## src/include/mem_subsys_cfg.svh

```systemverilog
`ifndef MEM_SUBSYS_CFG_SVH
`define MEM_SUBSYS_CFG_SVH

////////////////////////////////////////////////////////////////////////////
// Bus widths
////////////////////////////////////////////////////////////////////////////

// Mask width is MEM_DW/8
`define MEM_AW 32
`define MEM_DW 32

// External asynchronous SRAM, 16-bit wide
`define SRAM_AW 22
`define SRAM_DW 16

////////////////////////////////////////////////////////////////////////////
// Address map
////////////////////////////////////////////////////////////////////////////

// Mask ROM, 0x0000_1000 to 0x0000_1FFF
`define MROM_BASE 32'h0000_1000
`define MROM_LSB 12

// External SRAM, 0x4000_0000 to 0x4FFF_FFFF
`define SRAM_BASE 32'h4000_0000
`define SRAM_LSB 28

// System memory, upper half of the space
`define SYSMEM_BASE 32'h8000_0000
`define SYSMEM_LSB 31

////////////////////////////////////////////////////////////////////////////
// Target parameters
////////////////////////////////////////////////////////////////////////////

// ROM word n holds n * MROM_STEP ^ MROM_SEED
`define MROM_DEPTH 64
`define MROM_SEED 32'h1357_9BDF
`define MROM_STEP 32'h0101_0101

// Cycles each halfword access holds its strobes
`define SRAM_ACCESS_CYCLES 2

`endif
```

## src/hdl/mem_subsys_pkg.sv

```systemverilog
`include "mem_subsys_cfg.svh"

package mem_subsys_pkg;

	// Command channel payload
	typedef struct packed {
		logic [`MEM_AW-1:0]   addr;
		logic                 read;
		logic [`MEM_DW-1:0]   wdata;
		logic [`MEM_DW/8-1:0] wmask;
	} icb_cmd_t;

	// Response channel payload
	typedef struct packed {
		logic               err;
		logic [`MEM_DW-1:0] rdata;
	} icb_rsp_t;

	// Decoded fabric target
	// TGT_NONE is answered by the fabric itself
	typedef enum logic [1:0] {
		TGT_MROM,
		TGT_SRAM,
		TGT_SYSMEM,
		TGT_NONE
	} mem_target_e;

	// SRAM controller states
	// Low halfword first, then high halfword, then hold the response
	typedef enum logic [1:0] {
		ST_IDLE,
		ST_LO,
		ST_HI,
		ST_RSP
	} sram_state_e;

endpackage

```

## src/hdl/mem_subsys_top.sv

```systemverilog
`timescale 1ns/1ns
`include "mem_subsys_cfg.svh"

module mem_subsys_top (
	input  logic                     clk,
	input  logic                     i_reset,
	// Memory bus from the core
	input  logic                     i_cmd_valid,
	input  mem_subsys_pkg::icb_cmd_t i_cmd,
	output logic                     o_cmd_ready,
	output logic                     o_rsp_valid,
	output mem_subsys_pkg::icb_rsp_t o_rsp,
	input  logic                     i_rsp_ready,
	// System memory port
	output logic                     o_sys_cmd_valid,
	output mem_subsys_pkg::icb_cmd_t o_sys_cmd,
	input  logic                     i_sys_cmd_ready,
	input  logic                     i_sys_rsp_valid,
	input  mem_subsys_pkg::icb_rsp_t i_sys_rsp,
	output logic                     o_sys_rsp_ready,
	// SRAM pins
	output logic                     o_sram_cen,
	output logic                     o_sram_oen,
	output logic                     o_sram_wen,
	output logic [1:0]               o_sram_ben,
	output logic [`SRAM_AW-1:0]      o_sram_a,
	output logic [`SRAM_DW-1:0]      o_sram_dq_o,
	output logic                     o_sram_dq_oe,
	input  logic [`SRAM_DW-1:0]      i_sram_dq_i
);
	import mem_subsys_pkg::*;

	// Fabric to mask ROM
	logic     mrom_cmd_valid;
	icb_cmd_t mrom_cmd;
	logic     mrom_cmd_ready;
	logic     mrom_rsp_valid;
	icb_rsp_t mrom_rsp;
	logic     mrom_rsp_ready;

	// Fabric to SRAM controller
	logic     sram_cmd_valid;
	icb_cmd_t sram_cmd;
	logic     sram_cmd_ready;
	logic     sram_rsp_valid;
	icb_rsp_t sram_rsp;
	logic     sram_rsp_ready;

	////////////////////////////////////////////////////////////////////////////
	// Fabric and targets
	////////////////////////////////////////////////////////////////////////////

	mem_fabric u_fabric (
		.clk              (clk),
		.i_reset          (i_reset),
		.i_cmd_valid      (i_cmd_valid),
		.i_cmd            (i_cmd),
		.o_cmd_ready      (o_cmd_ready),
		.o_rsp_valid      (o_rsp_valid),
		.o_rsp            (o_rsp),
		.i_rsp_ready      (i_rsp_ready),
		.o_mrom_cmd_valid (mrom_cmd_valid),
		.o_mrom_cmd       (mrom_cmd),
		.i_mrom_cmd_ready (mrom_cmd_ready),
		.i_mrom_rsp_valid (mrom_rsp_valid),
		.i_mrom_rsp       (mrom_rsp),
		.o_mrom_rsp_ready (mrom_rsp_ready),
		.o_sram_cmd_valid (sram_cmd_valid),
		.o_sram_cmd       (sram_cmd),
		.i_sram_cmd_ready (sram_cmd_ready),
		.i_sram_rsp_valid (sram_rsp_valid),
		.i_sram_rsp       (sram_rsp),
		.o_sram_rsp_ready (sram_rsp_ready),
		.o_sys_cmd_valid  (o_sys_cmd_valid),
		.o_sys_cmd        (o_sys_cmd),
		.i_sys_cmd_ready  (i_sys_cmd_ready),
		.i_sys_rsp_valid  (i_sys_rsp_valid),
		.i_sys_rsp        (i_sys_rsp),
		.o_sys_rsp_ready  (o_sys_rsp_ready)
	);

	mrom u_mrom (
		.clk         (clk),
		.i_reset     (i_reset),
		.i_cmd_valid (mrom_cmd_valid),
		.i_cmd       (mrom_cmd),
		.o_cmd_ready (mrom_cmd_ready),
		.o_rsp_valid (mrom_rsp_valid),
		.o_rsp       (mrom_rsp),
		.i_rsp_ready (mrom_rsp_ready)
	);

	sram_emc u_sram_emc (
		.clk          (clk),
		.i_reset      (i_reset),
		.i_cmd_valid  (sram_cmd_valid),
		.i_cmd        (sram_cmd),
		.o_cmd_ready  (sram_cmd_ready),
		.o_rsp_valid  (sram_rsp_valid),
		.o_rsp        (sram_rsp),
		.i_rsp_ready  (sram_rsp_ready),
		.o_sram_cen   (o_sram_cen),
		.o_sram_oen   (o_sram_oen),
		.o_sram_wen   (o_sram_wen),
		.o_sram_ben   (o_sram_ben),
		.o_sram_a     (o_sram_a),
		.o_sram_dq_o  (o_sram_dq_o),
		.o_sram_dq_oe (o_sram_dq_oe),
		.i_sram_dq_i  (i_sram_dq_i)
	);

endmodule

```

## src/hdl/sram_emc.sv

```systemverilog
`timescale 1ns/1ns
`include "mem_subsys_cfg.svh"

module sram_emc (
	input  logic                     clk,
	input  logic                     i_reset,
	input  logic                     i_cmd_valid,
	input  mem_subsys_pkg::icb_cmd_t i_cmd,
	output logic                     o_cmd_ready,
	output logic                     o_rsp_valid,
	output mem_subsys_pkg::icb_rsp_t o_rsp,
	input  logic                     i_rsp_ready,
	// SRAM pins, strobes active low
	output logic                     o_sram_cen,
	output logic                     o_sram_oen,
	output logic                     o_sram_wen,
	output logic [1:0]               o_sram_ben,
	output logic [`SRAM_AW-1:0]      o_sram_a,
	output logic [`SRAM_DW-1:0]      o_sram_dq_o,
	output logic                     o_sram_dq_oe,
	input  logic [`SRAM_DW-1:0]      i_sram_dq_i
);
	import mem_subsys_pkg::*;

	localparam int CNT_W = $clog2(`SRAM_ACCESS_CYCLES + 1);

	sram_state_e        state_q;
	sram_state_e        state_d;
	logic [CNT_W-1:0]   cnt_q;
	logic               cnt_last;
	logic               active;
	logic               hi_half;
	logic [1:0]         mask_half;
	icb_cmd_t           cmd_q;
	logic [`MEM_DW-1:0] rdata_q;

	assign cnt_last = (cnt_q == CNT_W'(`SRAM_ACCESS_CYCLES - 1));
	assign active   = (state_q == ST_LO) || (state_q == ST_HI);
	assign hi_half  = (state_q == ST_HI);

	////////////////////////////////////////////////////////////////////////////
	// Access sequencing
	////////////////////////////////////////////////////////////////////////////

	always_comb begin
		state_d = state_q;
		case (state_q)
			ST_IDLE: begin
				if (i_cmd_valid) begin
					state_d = ST_LO;
				end
			end
			ST_LO: begin
				if (cnt_last) begin
					state_d = ST_HI;
				end
			end
			ST_HI: begin
				if (cnt_last) begin
					state_d = ST_RSP;
				end
			end
			default: begin
				if (i_rsp_ready) begin
					state_d = ST_IDLE;
				end
			end
		endcase
	end

	// Strobe counter restarts for each halfword
	always_ff @(posedge clk) begin
		if (i_reset) begin
			state_q <= ST_IDLE;
			cnt_q   <= '0;
		end else begin
			state_q <= state_d;
			if (active && !cnt_last) begin
				cnt_q <= cnt_q + CNT_W'(1);
			end else begin
				cnt_q <= '0;
			end
		end
	end

	// Latch the command, then assemble read data half by half
	always_ff @(posedge clk) begin
		if (state_q == ST_IDLE && i_cmd_valid) begin
			cmd_q   <= i_cmd;
			rdata_q <= '0;
		end
		if (active && cnt_last && cmd_q.read) begin
			if (hi_half) begin
				rdata_q[`SRAM_DW +: `SRAM_DW] <= i_sram_dq_i;
			end else begin
				rdata_q[0 +: `SRAM_DW] <= i_sram_dq_i;
			end
		end
	end

	assign o_cmd_ready = (state_q == ST_IDLE);
	assign o_rsp_valid = (state_q == ST_RSP);
	assign o_rsp       = '{err: 1'b0, rdata: rdata_q};

	////////////////////////////////////////////////////////////////////////////
	// SRAM pins
	////////////////////////////////////////////////////////////////////////////

	assign mask_half = hi_half ? cmd_q.wmask[3:2] : cmd_q.wmask[1:0];

	assign o_sram_cen   = !active;
	assign o_sram_oen   = !(active && cmd_q.read);
	assign o_sram_wen   = !(active && !cmd_q.read);
	assign o_sram_dq_oe = active && !cmd_q.read;

	// Reads enable both bytes, idle leaves them off
	assign o_sram_ben = !active ? 2'b11 : (cmd_q.read ? 2'b00 : ~mask_half);

	// Halfword address, low half at the even slot
	assign o_sram_a    = {cmd_q.addr[`SRAM_AW:2], hi_half};
	assign o_sram_dq_o = hi_half ? cmd_q.wdata[`SRAM_DW +: `SRAM_DW]
		: cmd_q.wdata[0 +: `SRAM_DW];

endmodule

```

## src/hdl/mrom.sv

```systemverilog
`timescale 1ns/1ns
`include "mem_subsys_cfg.svh"

module mrom (
	input  logic                     clk,
	input  logic                     i_reset,
	input  logic                     i_cmd_valid,
	input  mem_subsys_pkg::icb_cmd_t i_cmd,
	output logic                     o_cmd_ready,
	output logic                     o_rsp_valid,
	output mem_subsys_pkg::icb_rsp_t o_rsp,
	input  logic                     i_rsp_ready
);
	import mem_subsys_pkg::*;

	localparam int IDX_W = $clog2(`MROM_DEPTH);

	logic [`MEM_DW-1:0] rom_mem [`MROM_DEPTH];
	logic [IDX_W-1:0]   rd_idx;
	logic               cmd_fire;

	// Contents fixed by rule
	for (genvar n = 0; n < `MROM_DEPTH; n++) begin : g_rom
		assign rom_mem[n] = (`MEM_DW'(n) * `MROM_STEP) ^ `MROM_SEED;
	end

	// Word offset wraps at the ROM depth
	assign rd_idx = i_cmd.addr[2 +: IDX_W];

	// No new command while a response waits
	assign o_cmd_ready = !o_rsp_valid;
	assign cmd_fire    = i_cmd_valid && o_cmd_ready;

	always_ff @(posedge clk) begin
		if (i_reset) begin
			o_rsp_valid <= 1'b0;
		end else if (cmd_fire) begin
			o_rsp_valid <= 1'b1;
		end else if (i_rsp_ready) begin
			o_rsp_valid <= 1'b0;
		end
	end

	// Writes to ROM come back as errors
	always_ff @(posedge clk) begin
		if (cmd_fire) begin
			o_rsp.err   <= !i_cmd.read;
			o_rsp.rdata <= i_cmd.read ? rom_mem[rd_idx] : '0;
		end
	end

endmodule

```

## src/hdl/mem_fabric.sv

```systemverilog
`timescale 1ns/1ns
`include "mem_subsys_cfg.svh"

module mem_fabric (
	input  logic                     clk,
	input  logic                     i_reset,
	input  logic                     i_cmd_valid,
	input  mem_subsys_pkg::icb_cmd_t i_cmd,
	output logic                     o_cmd_ready,
	output logic                     o_rsp_valid,
	output mem_subsys_pkg::icb_rsp_t o_rsp,
	input  logic                     i_rsp_ready,
	// Mask ROM
	output logic                     o_mrom_cmd_valid,
	output mem_subsys_pkg::icb_cmd_t o_mrom_cmd,
	input  logic                     i_mrom_cmd_ready,
	input  logic                     i_mrom_rsp_valid,
	input  mem_subsys_pkg::icb_rsp_t i_mrom_rsp,
	output logic                     o_mrom_rsp_ready,
	// External SRAM controller
	output logic                     o_sram_cmd_valid,
	output mem_subsys_pkg::icb_cmd_t o_sram_cmd,
	input  logic                     i_sram_cmd_ready,
	input  logic                     i_sram_rsp_valid,
	input  mem_subsys_pkg::icb_rsp_t i_sram_rsp,
	output logic                     o_sram_rsp_ready,
	// System memory port
	output logic                     o_sys_cmd_valid,
	output mem_subsys_pkg::icb_cmd_t o_sys_cmd,
	input  logic                     i_sys_cmd_ready,
	input  logic                     i_sys_rsp_valid,
	input  mem_subsys_pkg::icb_rsp_t i_sys_rsp,
	output logic                     o_sys_rsp_ready
);
	import mem_subsys_pkg::*;

	mem_target_e dec_tgt;
	mem_target_e busy_tgt;
	logic        busy;
	logic        tgt_ready;
	logic        cmd_fire;
	logic        rsp_fire;

	function automatic logic in_region(input logic [`MEM_AW-1:0] addr,
			input logic [`MEM_AW-1:0] base, input int lsb);
		return (addr >> lsb) == (base >> lsb);
	endfunction

	////////////////////////////////////////////////////////////////////////////
	// Address decode and command steering
	////////////////////////////////////////////////////////////////////////////

	always_comb begin
		if (in_region(i_cmd.addr, `MROM_BASE, `MROM_LSB)) begin
			dec_tgt = TGT_MROM;
		end else if (in_region(i_cmd.addr, `SRAM_BASE, `SRAM_LSB)) begin
			dec_tgt = TGT_SRAM;
		end else if (in_region(i_cmd.addr, `SYSMEM_BASE, `SYSMEM_LSB)) begin
			dec_tgt = TGT_SYSMEM;
		end else begin
			dec_tgt = TGT_NONE;
		end
	end

	// Unmapped commands are always taken
	always_comb begin
		case (dec_tgt)
			TGT_MROM:   tgt_ready = i_mrom_cmd_ready;
			TGT_SRAM:   tgt_ready = i_sram_cmd_ready;
			TGT_SYSMEM: tgt_ready = i_sys_cmd_ready;
			default:    tgt_ready = 1'b1;
		endcase
	end

	// Only one transaction in flight
	assign o_cmd_ready = !busy && tgt_ready;
	assign cmd_fire    = i_cmd_valid && o_cmd_ready;

	assign o_mrom_cmd_valid = i_cmd_valid && !busy && (dec_tgt == TGT_MROM);
	assign o_sram_cmd_valid = i_cmd_valid && !busy && (dec_tgt == TGT_SRAM);
	assign o_sys_cmd_valid  = i_cmd_valid && !busy && (dec_tgt == TGT_SYSMEM);

	assign o_mrom_cmd = i_cmd;
	assign o_sram_cmd = i_cmd;
	assign o_sys_cmd  = i_cmd;

	////////////////////////////////////////////////////////////////////////////
	// Response return
	////////////////////////////////////////////////////////////////////////////

	always_comb begin
		o_rsp_valid = 1'b0;
		o_rsp       = '0;
		if (busy) begin
			case (busy_tgt)
				TGT_MROM: begin
					o_rsp_valid = i_mrom_rsp_valid;
					o_rsp       = i_mrom_rsp;
				end
				TGT_SRAM: begin
					o_rsp_valid = i_sram_rsp_valid;
					o_rsp       = i_sram_rsp;
				end
				TGT_SYSMEM: begin
					o_rsp_valid = i_sys_rsp_valid;
					o_rsp       = i_sys_rsp;
				end
				default: begin
					// Error for a hole in the map, one cycle after accept
					o_rsp_valid = 1'b1;
					o_rsp       = '{err: 1'b1, rdata: '0};
				end
			endcase
		end
	end

	assign rsp_fire = o_rsp_valid && i_rsp_ready;

	assign o_mrom_rsp_ready = busy && (busy_tgt == TGT_MROM) && i_rsp_ready;
	assign o_sram_rsp_ready = busy && (busy_tgt == TGT_SRAM) && i_rsp_ready;
	assign o_sys_rsp_ready  = busy && (busy_tgt == TGT_SYSMEM) && i_rsp_ready;

	always_ff @(posedge clk) begin
		if (i_reset) begin
			busy     <= 1'b0;
			busy_tgt <= TGT_NONE;
		end else if (cmd_fire) begin
			busy     <= 1'b1;
			busy_tgt <= dec_tgt;
		end else if (rsp_fire) begin
			busy <= 1'b0;
		end
	end

endmodule

```

## config.mk

```make
export PLATFORM = sky130hd
export DESIGN_NAME = mem_subsys_top
export DESIGN_NICKNAME = d
export VERILOG_FILES = /design/src/hdl/mem_subsys_pkg.sv /design/src/hdl/mem_subsys_top.sv /design/src/hdl/sram_emc.sv /design/src/hdl/mrom.sv /design/src/hdl/mem_fabric.sv
export VERILOG_INCLUDE_DIRS = /design/src /design/src/include
export SDC_FILE = /design/constraint.sdc
export NUM_CORES = 1
export LEC_CHECK = 0
export BUFFER_PORTS_ARGS = -buffer_cell sky130_fd_sc_hd__buf_2
export CAP_MARGIN = 25
export CELL_PAD_IN_SITES_DETAIL_PLACEMENT = 1
export CELL_PAD_IN_SITES_GLOBAL_PLACEMENT = 1
export CORE_MARGIN = 5
export CORE_UTILIZATION = 33
export DETAILED_ROUTE_END_ITERATION = 8
export GPL_ROUTABILITY_DRIVEN = 0
export PLACE_DENSITY = 0.89
export SETUP_SLACK_MARGIN = 0.5
export SYNTH_ARGS = -nofsm -noshare
export SYNTH_HDL_FRONTEND = slang
export SYNTH_SLANG_ARGS = --single-unit
export TNS_END_PERCENT = 20
```

## constraint.sdc

```tcl
create_clock -name clk -period 2.7 [get_ports clk]
set_input_delay 0.135 -clock clk [delete_from_list [all_inputs] [get_ports clk]]
set_output_delay 0.135 -clock clk [all_outputs]
set_load 0.02 [all_outputs]
```

==> flow_summary.yaml <==
clocking:
  clock-sinks: 108
  htreeDepth: 3
  clk_path_buf_depth: 2
  numCtsBuffers: 9
  post_cts_buffers: 0
  clk_pin_slew_ns: 0.07
  root_buffer: "clkbuf_16"
  insertion_delay_ns: 0.35
  cts_tree: "done"
logic_synthesis:
  yosysWarnings: 0
  avgSynthCellArea_um2: 9.62
  synth_adder_area_share: 0.0116
  synth_area_um2: 5410
  syn_inst: 562
  synth_top_family_by_area: "simple AND/OR/NAND/NOR gates"
  syn_nets: 691
  ys_seq_area_frac: 0.526
  synth.area.mux_share: 0.0430
  ys_ff_latch: 108
  synth-simple-area-share: 0.156
  synth_cell_type_count: 37
  synth_xor_area_frac: 0
  synth_compound_area_frac: 0.109
drt:
  wirelength_met1_um: 7770
  drt_first_iter_violations: 236
  via_per_inst: 4.65
  drc: 0
  wl_met2_um: 9590
  drtPass1Iterations: 4
  drt-total-wl_um: 18700
  postRouteAntennaNets: 0
  top_layer_used: "met4"
  routedWlPerCell_um: 18.5
  vias: 4697
  wl_met3_um: 853
sta:
  relSlewSlack: 0.558
  rsz0062_at_grt: "true"
  setup_ws_ns: 0.541
  setup_viol: 0
  worst_pin_slew_ns: 0.662
  finalSetupTns_ns: 0
  fin_crit_ns: 2.16
  hold_slack_ns: 0.00362
  finalHoldViolCount: 0
  max_freq_mhz: 463
  fin_crit_sh: 0.800
  finalClockSkew_ns: 0.0117
  slew_viol_final: 0
floorplan:
  rows: 46
  dieWidth_um: 138
  dieArea_um2: 19000
  coreArea_um2: 16000
  ios: 274
  start_util: 0.338
  dieHeight_um: 138
setup_path:
  cp_max_fo: 20
  path_class: "register to output pin"
  startpoint_type: "register"
  cp-end-kind: "output pin"
  rrSetupSlack_ns: 0.72
  cp.required_ns: 2.57
  reg2reg_to: "u_sram_emc.rdata_q[12]$_DFF_P_"
  reg2reg_from: "u_sram_emc.state_q[0]$_SDFFE_PP0P_"
  worstPathArrival_ns: 2.02
  r2r_cells: 6
flow_run:
  drv_cap: 0
grt:
  antenna_found_initial: 1
  track_usage: 0.187
  grt_pass1_vias: 4971
  grt_pass1_wl_um: 28300
  grt_overflow: 0
  grt_start_max_net_pins: 56
pwr:
  power_switching_mw: 1.07
  power.density_nw_per_um2: 538
  comb_power_share: 0.170
  power_frac_clock: 0.324
  power_frac_seq: 0.506
  ir_drop_mv: 0.290
  p_leak_nw: 3.05
  cellInternalPower_mw: 2.78
  swShare: 0.277
worst_hold_path:
  holdPathStages: 1
  holdPathEnd: "u_sram_emc.o_sram_a[6]$_DFFE_PP_"
  hp-class: "input port to register"
  hold_start: "i_cmd[44]"
layout:
  drive_gt1_frac: 0.414
  final_cell_mix: "buf_2 (269), nor2_1 (78), nand2_1 (72)"
  layout_commonest_cell: "buf_2"
  n_fill_cell: 1922
  fin_cells: 1010
  layout.nets: 917
  syn_to_final_growth_pct: 32.4
placement:
  portBuffers: 269
  hpwlAfterDp_um: 13500
  place_inst: 944
  dpl_worst_slack_ns: 0.721
run_status:
  outcome: "finished clean"
==> layer usage <==
metal / up-vias / global-route usage
li1: 2268 / -
met1: 2260 / 0.228
met2: 141 / 0.330
met3: 28 / 0.0345
met4: 0 / 0.0707
met5: - / 0
==> cells by family after synthesis <==
kind of cell             after synthesis
adder cells (fa/ha/maj)                5
AO/OA/AOI/OAI                        110
buffers and inverters                128
AND/OR/NAND/NOR                      190
multiplexers                          21
flip-flops                           108
==> worst max-delay path: stages (launching register included) <==
cell,delay (ns)
dfxtp_1,0.34
inv_1,0.09
ha_2,0.25
buf_12,0.18
mux2_2,0.34
o21ai_0,0.24
buf_2,0.22
==> stage by stage <==
step                      cell area [um^2]  power [mW]  utilization
final                                 7160        3.85        0.447
after global routing                  7160        4.02        0.447
after CTS                             7150        3.86        0.447
after detailed placement              6380        2.56        0.398
after global placement                6380        2.54        0.398
after floorplan                       5410        2.36            -
==> area by class of cell <==
type	count	area [um^2]	share of cell area
Clock buffer	10	229	0.0320
Inverter	10	37.5	0.00524
Clock inverter	6	41.3	0.00577
Sequential cell	108	2840	0.397
Timing Repair Buffer	333	1990	0.278
Multi-Input combinational cell	326	1740	0.244
Tap cell	216	270	0.0377
Antenna cell	1	2.50	0.000350
==> power by group through the flow <==
stage                     clock, mW  combinational (mW)  sequential, mW
final                          1.25               0.653            1.95
after global routing           1.35               0.714            1.96
after CTS                      1.27               0.652            1.94
after floorplan                   0               0.406            1.96
after global placement            0               0.567            1.97
after detailed placement          0               0.588            1.98
==> Yosys cell counts <==
cell type | instances | area (um^2)
nand2b_1 | 3 | 18.8
and3_1 | 2 | 12.5
dfxtp_1 | 40 | 801
nand4b_1 | 1 | 8.76
buf_2 | 8 | 40.0
and2_1 | 6 | 37.5
o31ai_1 | 3 | 22.5
nor4_4 | 1 | 21.3
nand4_1 | 3 | 18.8
o21ai_0 | 36 | 180
edfxtp_1 | 68 | 2040
nor4b_2 | 1 | 15.0
nand2_1 | 72 | 270
inv_1 | 10 | 37.5
a221oi_1 | 1 | 8.76
buf_1 | 3 | 11.3
nor2b_1 | 12 | 75.1
a211o_1 | 1 | 8.76
or3_1 | 1 | 6.26
nand3_1 | 1 | 5.00
nor3_1 | 1 | 5.00
clkbuf_1 | 16 | 60.1
o22ai_2 | 1 | 12.5
nor3_2 | 1 | 10.0
buf_4 | 91 | 683
a21o_1 | 1 | 7.51
o21ai_1 | 1 | 5.00
a22oi_1 | 4 | 30.0
nor4_1 | 5 | 31.3
o221a_2 | 1 | 11.3
or2_2 | 1 | 6.26
nor2_1 | 78 | 293
mux2_2 | 18 | 203
mux2i_1 | 3 | 30.0
a21oi_1 | 61 | 305
ha_1 | 5 | 62.6
or3b_4 | 1 | 11.3
==> registers in the layout, summed over array words and instances, names as in the netlist <==
signal	count
u_mrom.o_rsp_valid	1
u_mrom.o_rsp	10
u_sram_emc.o_sram_a	21
u_sram_emc.rdata_q	32
u_sram_emc.cmd_q	37
u_sram_emc.state_q	2
u_fabric.busy	1
u_sram_emc.cnt_q	2
u_fabric.busy_tgt	2
==> worst max path at each step <==
| stage | start | end | slack [ns] |
|---|---|---|---|
| 6_report | u_sram_emc.state_q[0]$_SDFFE_PP0P_ | o_sram_ben[0] | 0.54 |
| 5_1_grt | u_sram_emc.state_q[0]$_SDFFE_PP0P_ | o_sram_ben[0] | 0.46 |
| 4_1_cts | u_sram_emc.state_q[0]$_SDFFE_PP0P_ | o_sram_ben[0] | 0.55 |
| 3_5_place_dp | u_sram_emc.state_q[0]$_SDFFE_PP0P_ | u_sram_emc.rdata_q[5]$_DFF_P_ | 0.72 |
| 3_3_place_gp | u_sram_emc.state_q[0]$_SDFFE_PP0P_ | o_sram_ben[0] | 0.74 |
| 2_1_floorplan | u_fabric.busy$_SDFFE_PP0P_ | u_mrom.o_rsp[11]$_SDFFCE_PN0P_ | 0.54 |
==> repair_timing <==
action	4_1_cts	5_1_grt
hold buffers	49	0
endpoints found under the setup margin	2	23
endpoints found under the hold margin	51	0
resized for setup	4	2
No activity file was read; power rests on OpenSTA's default activity.
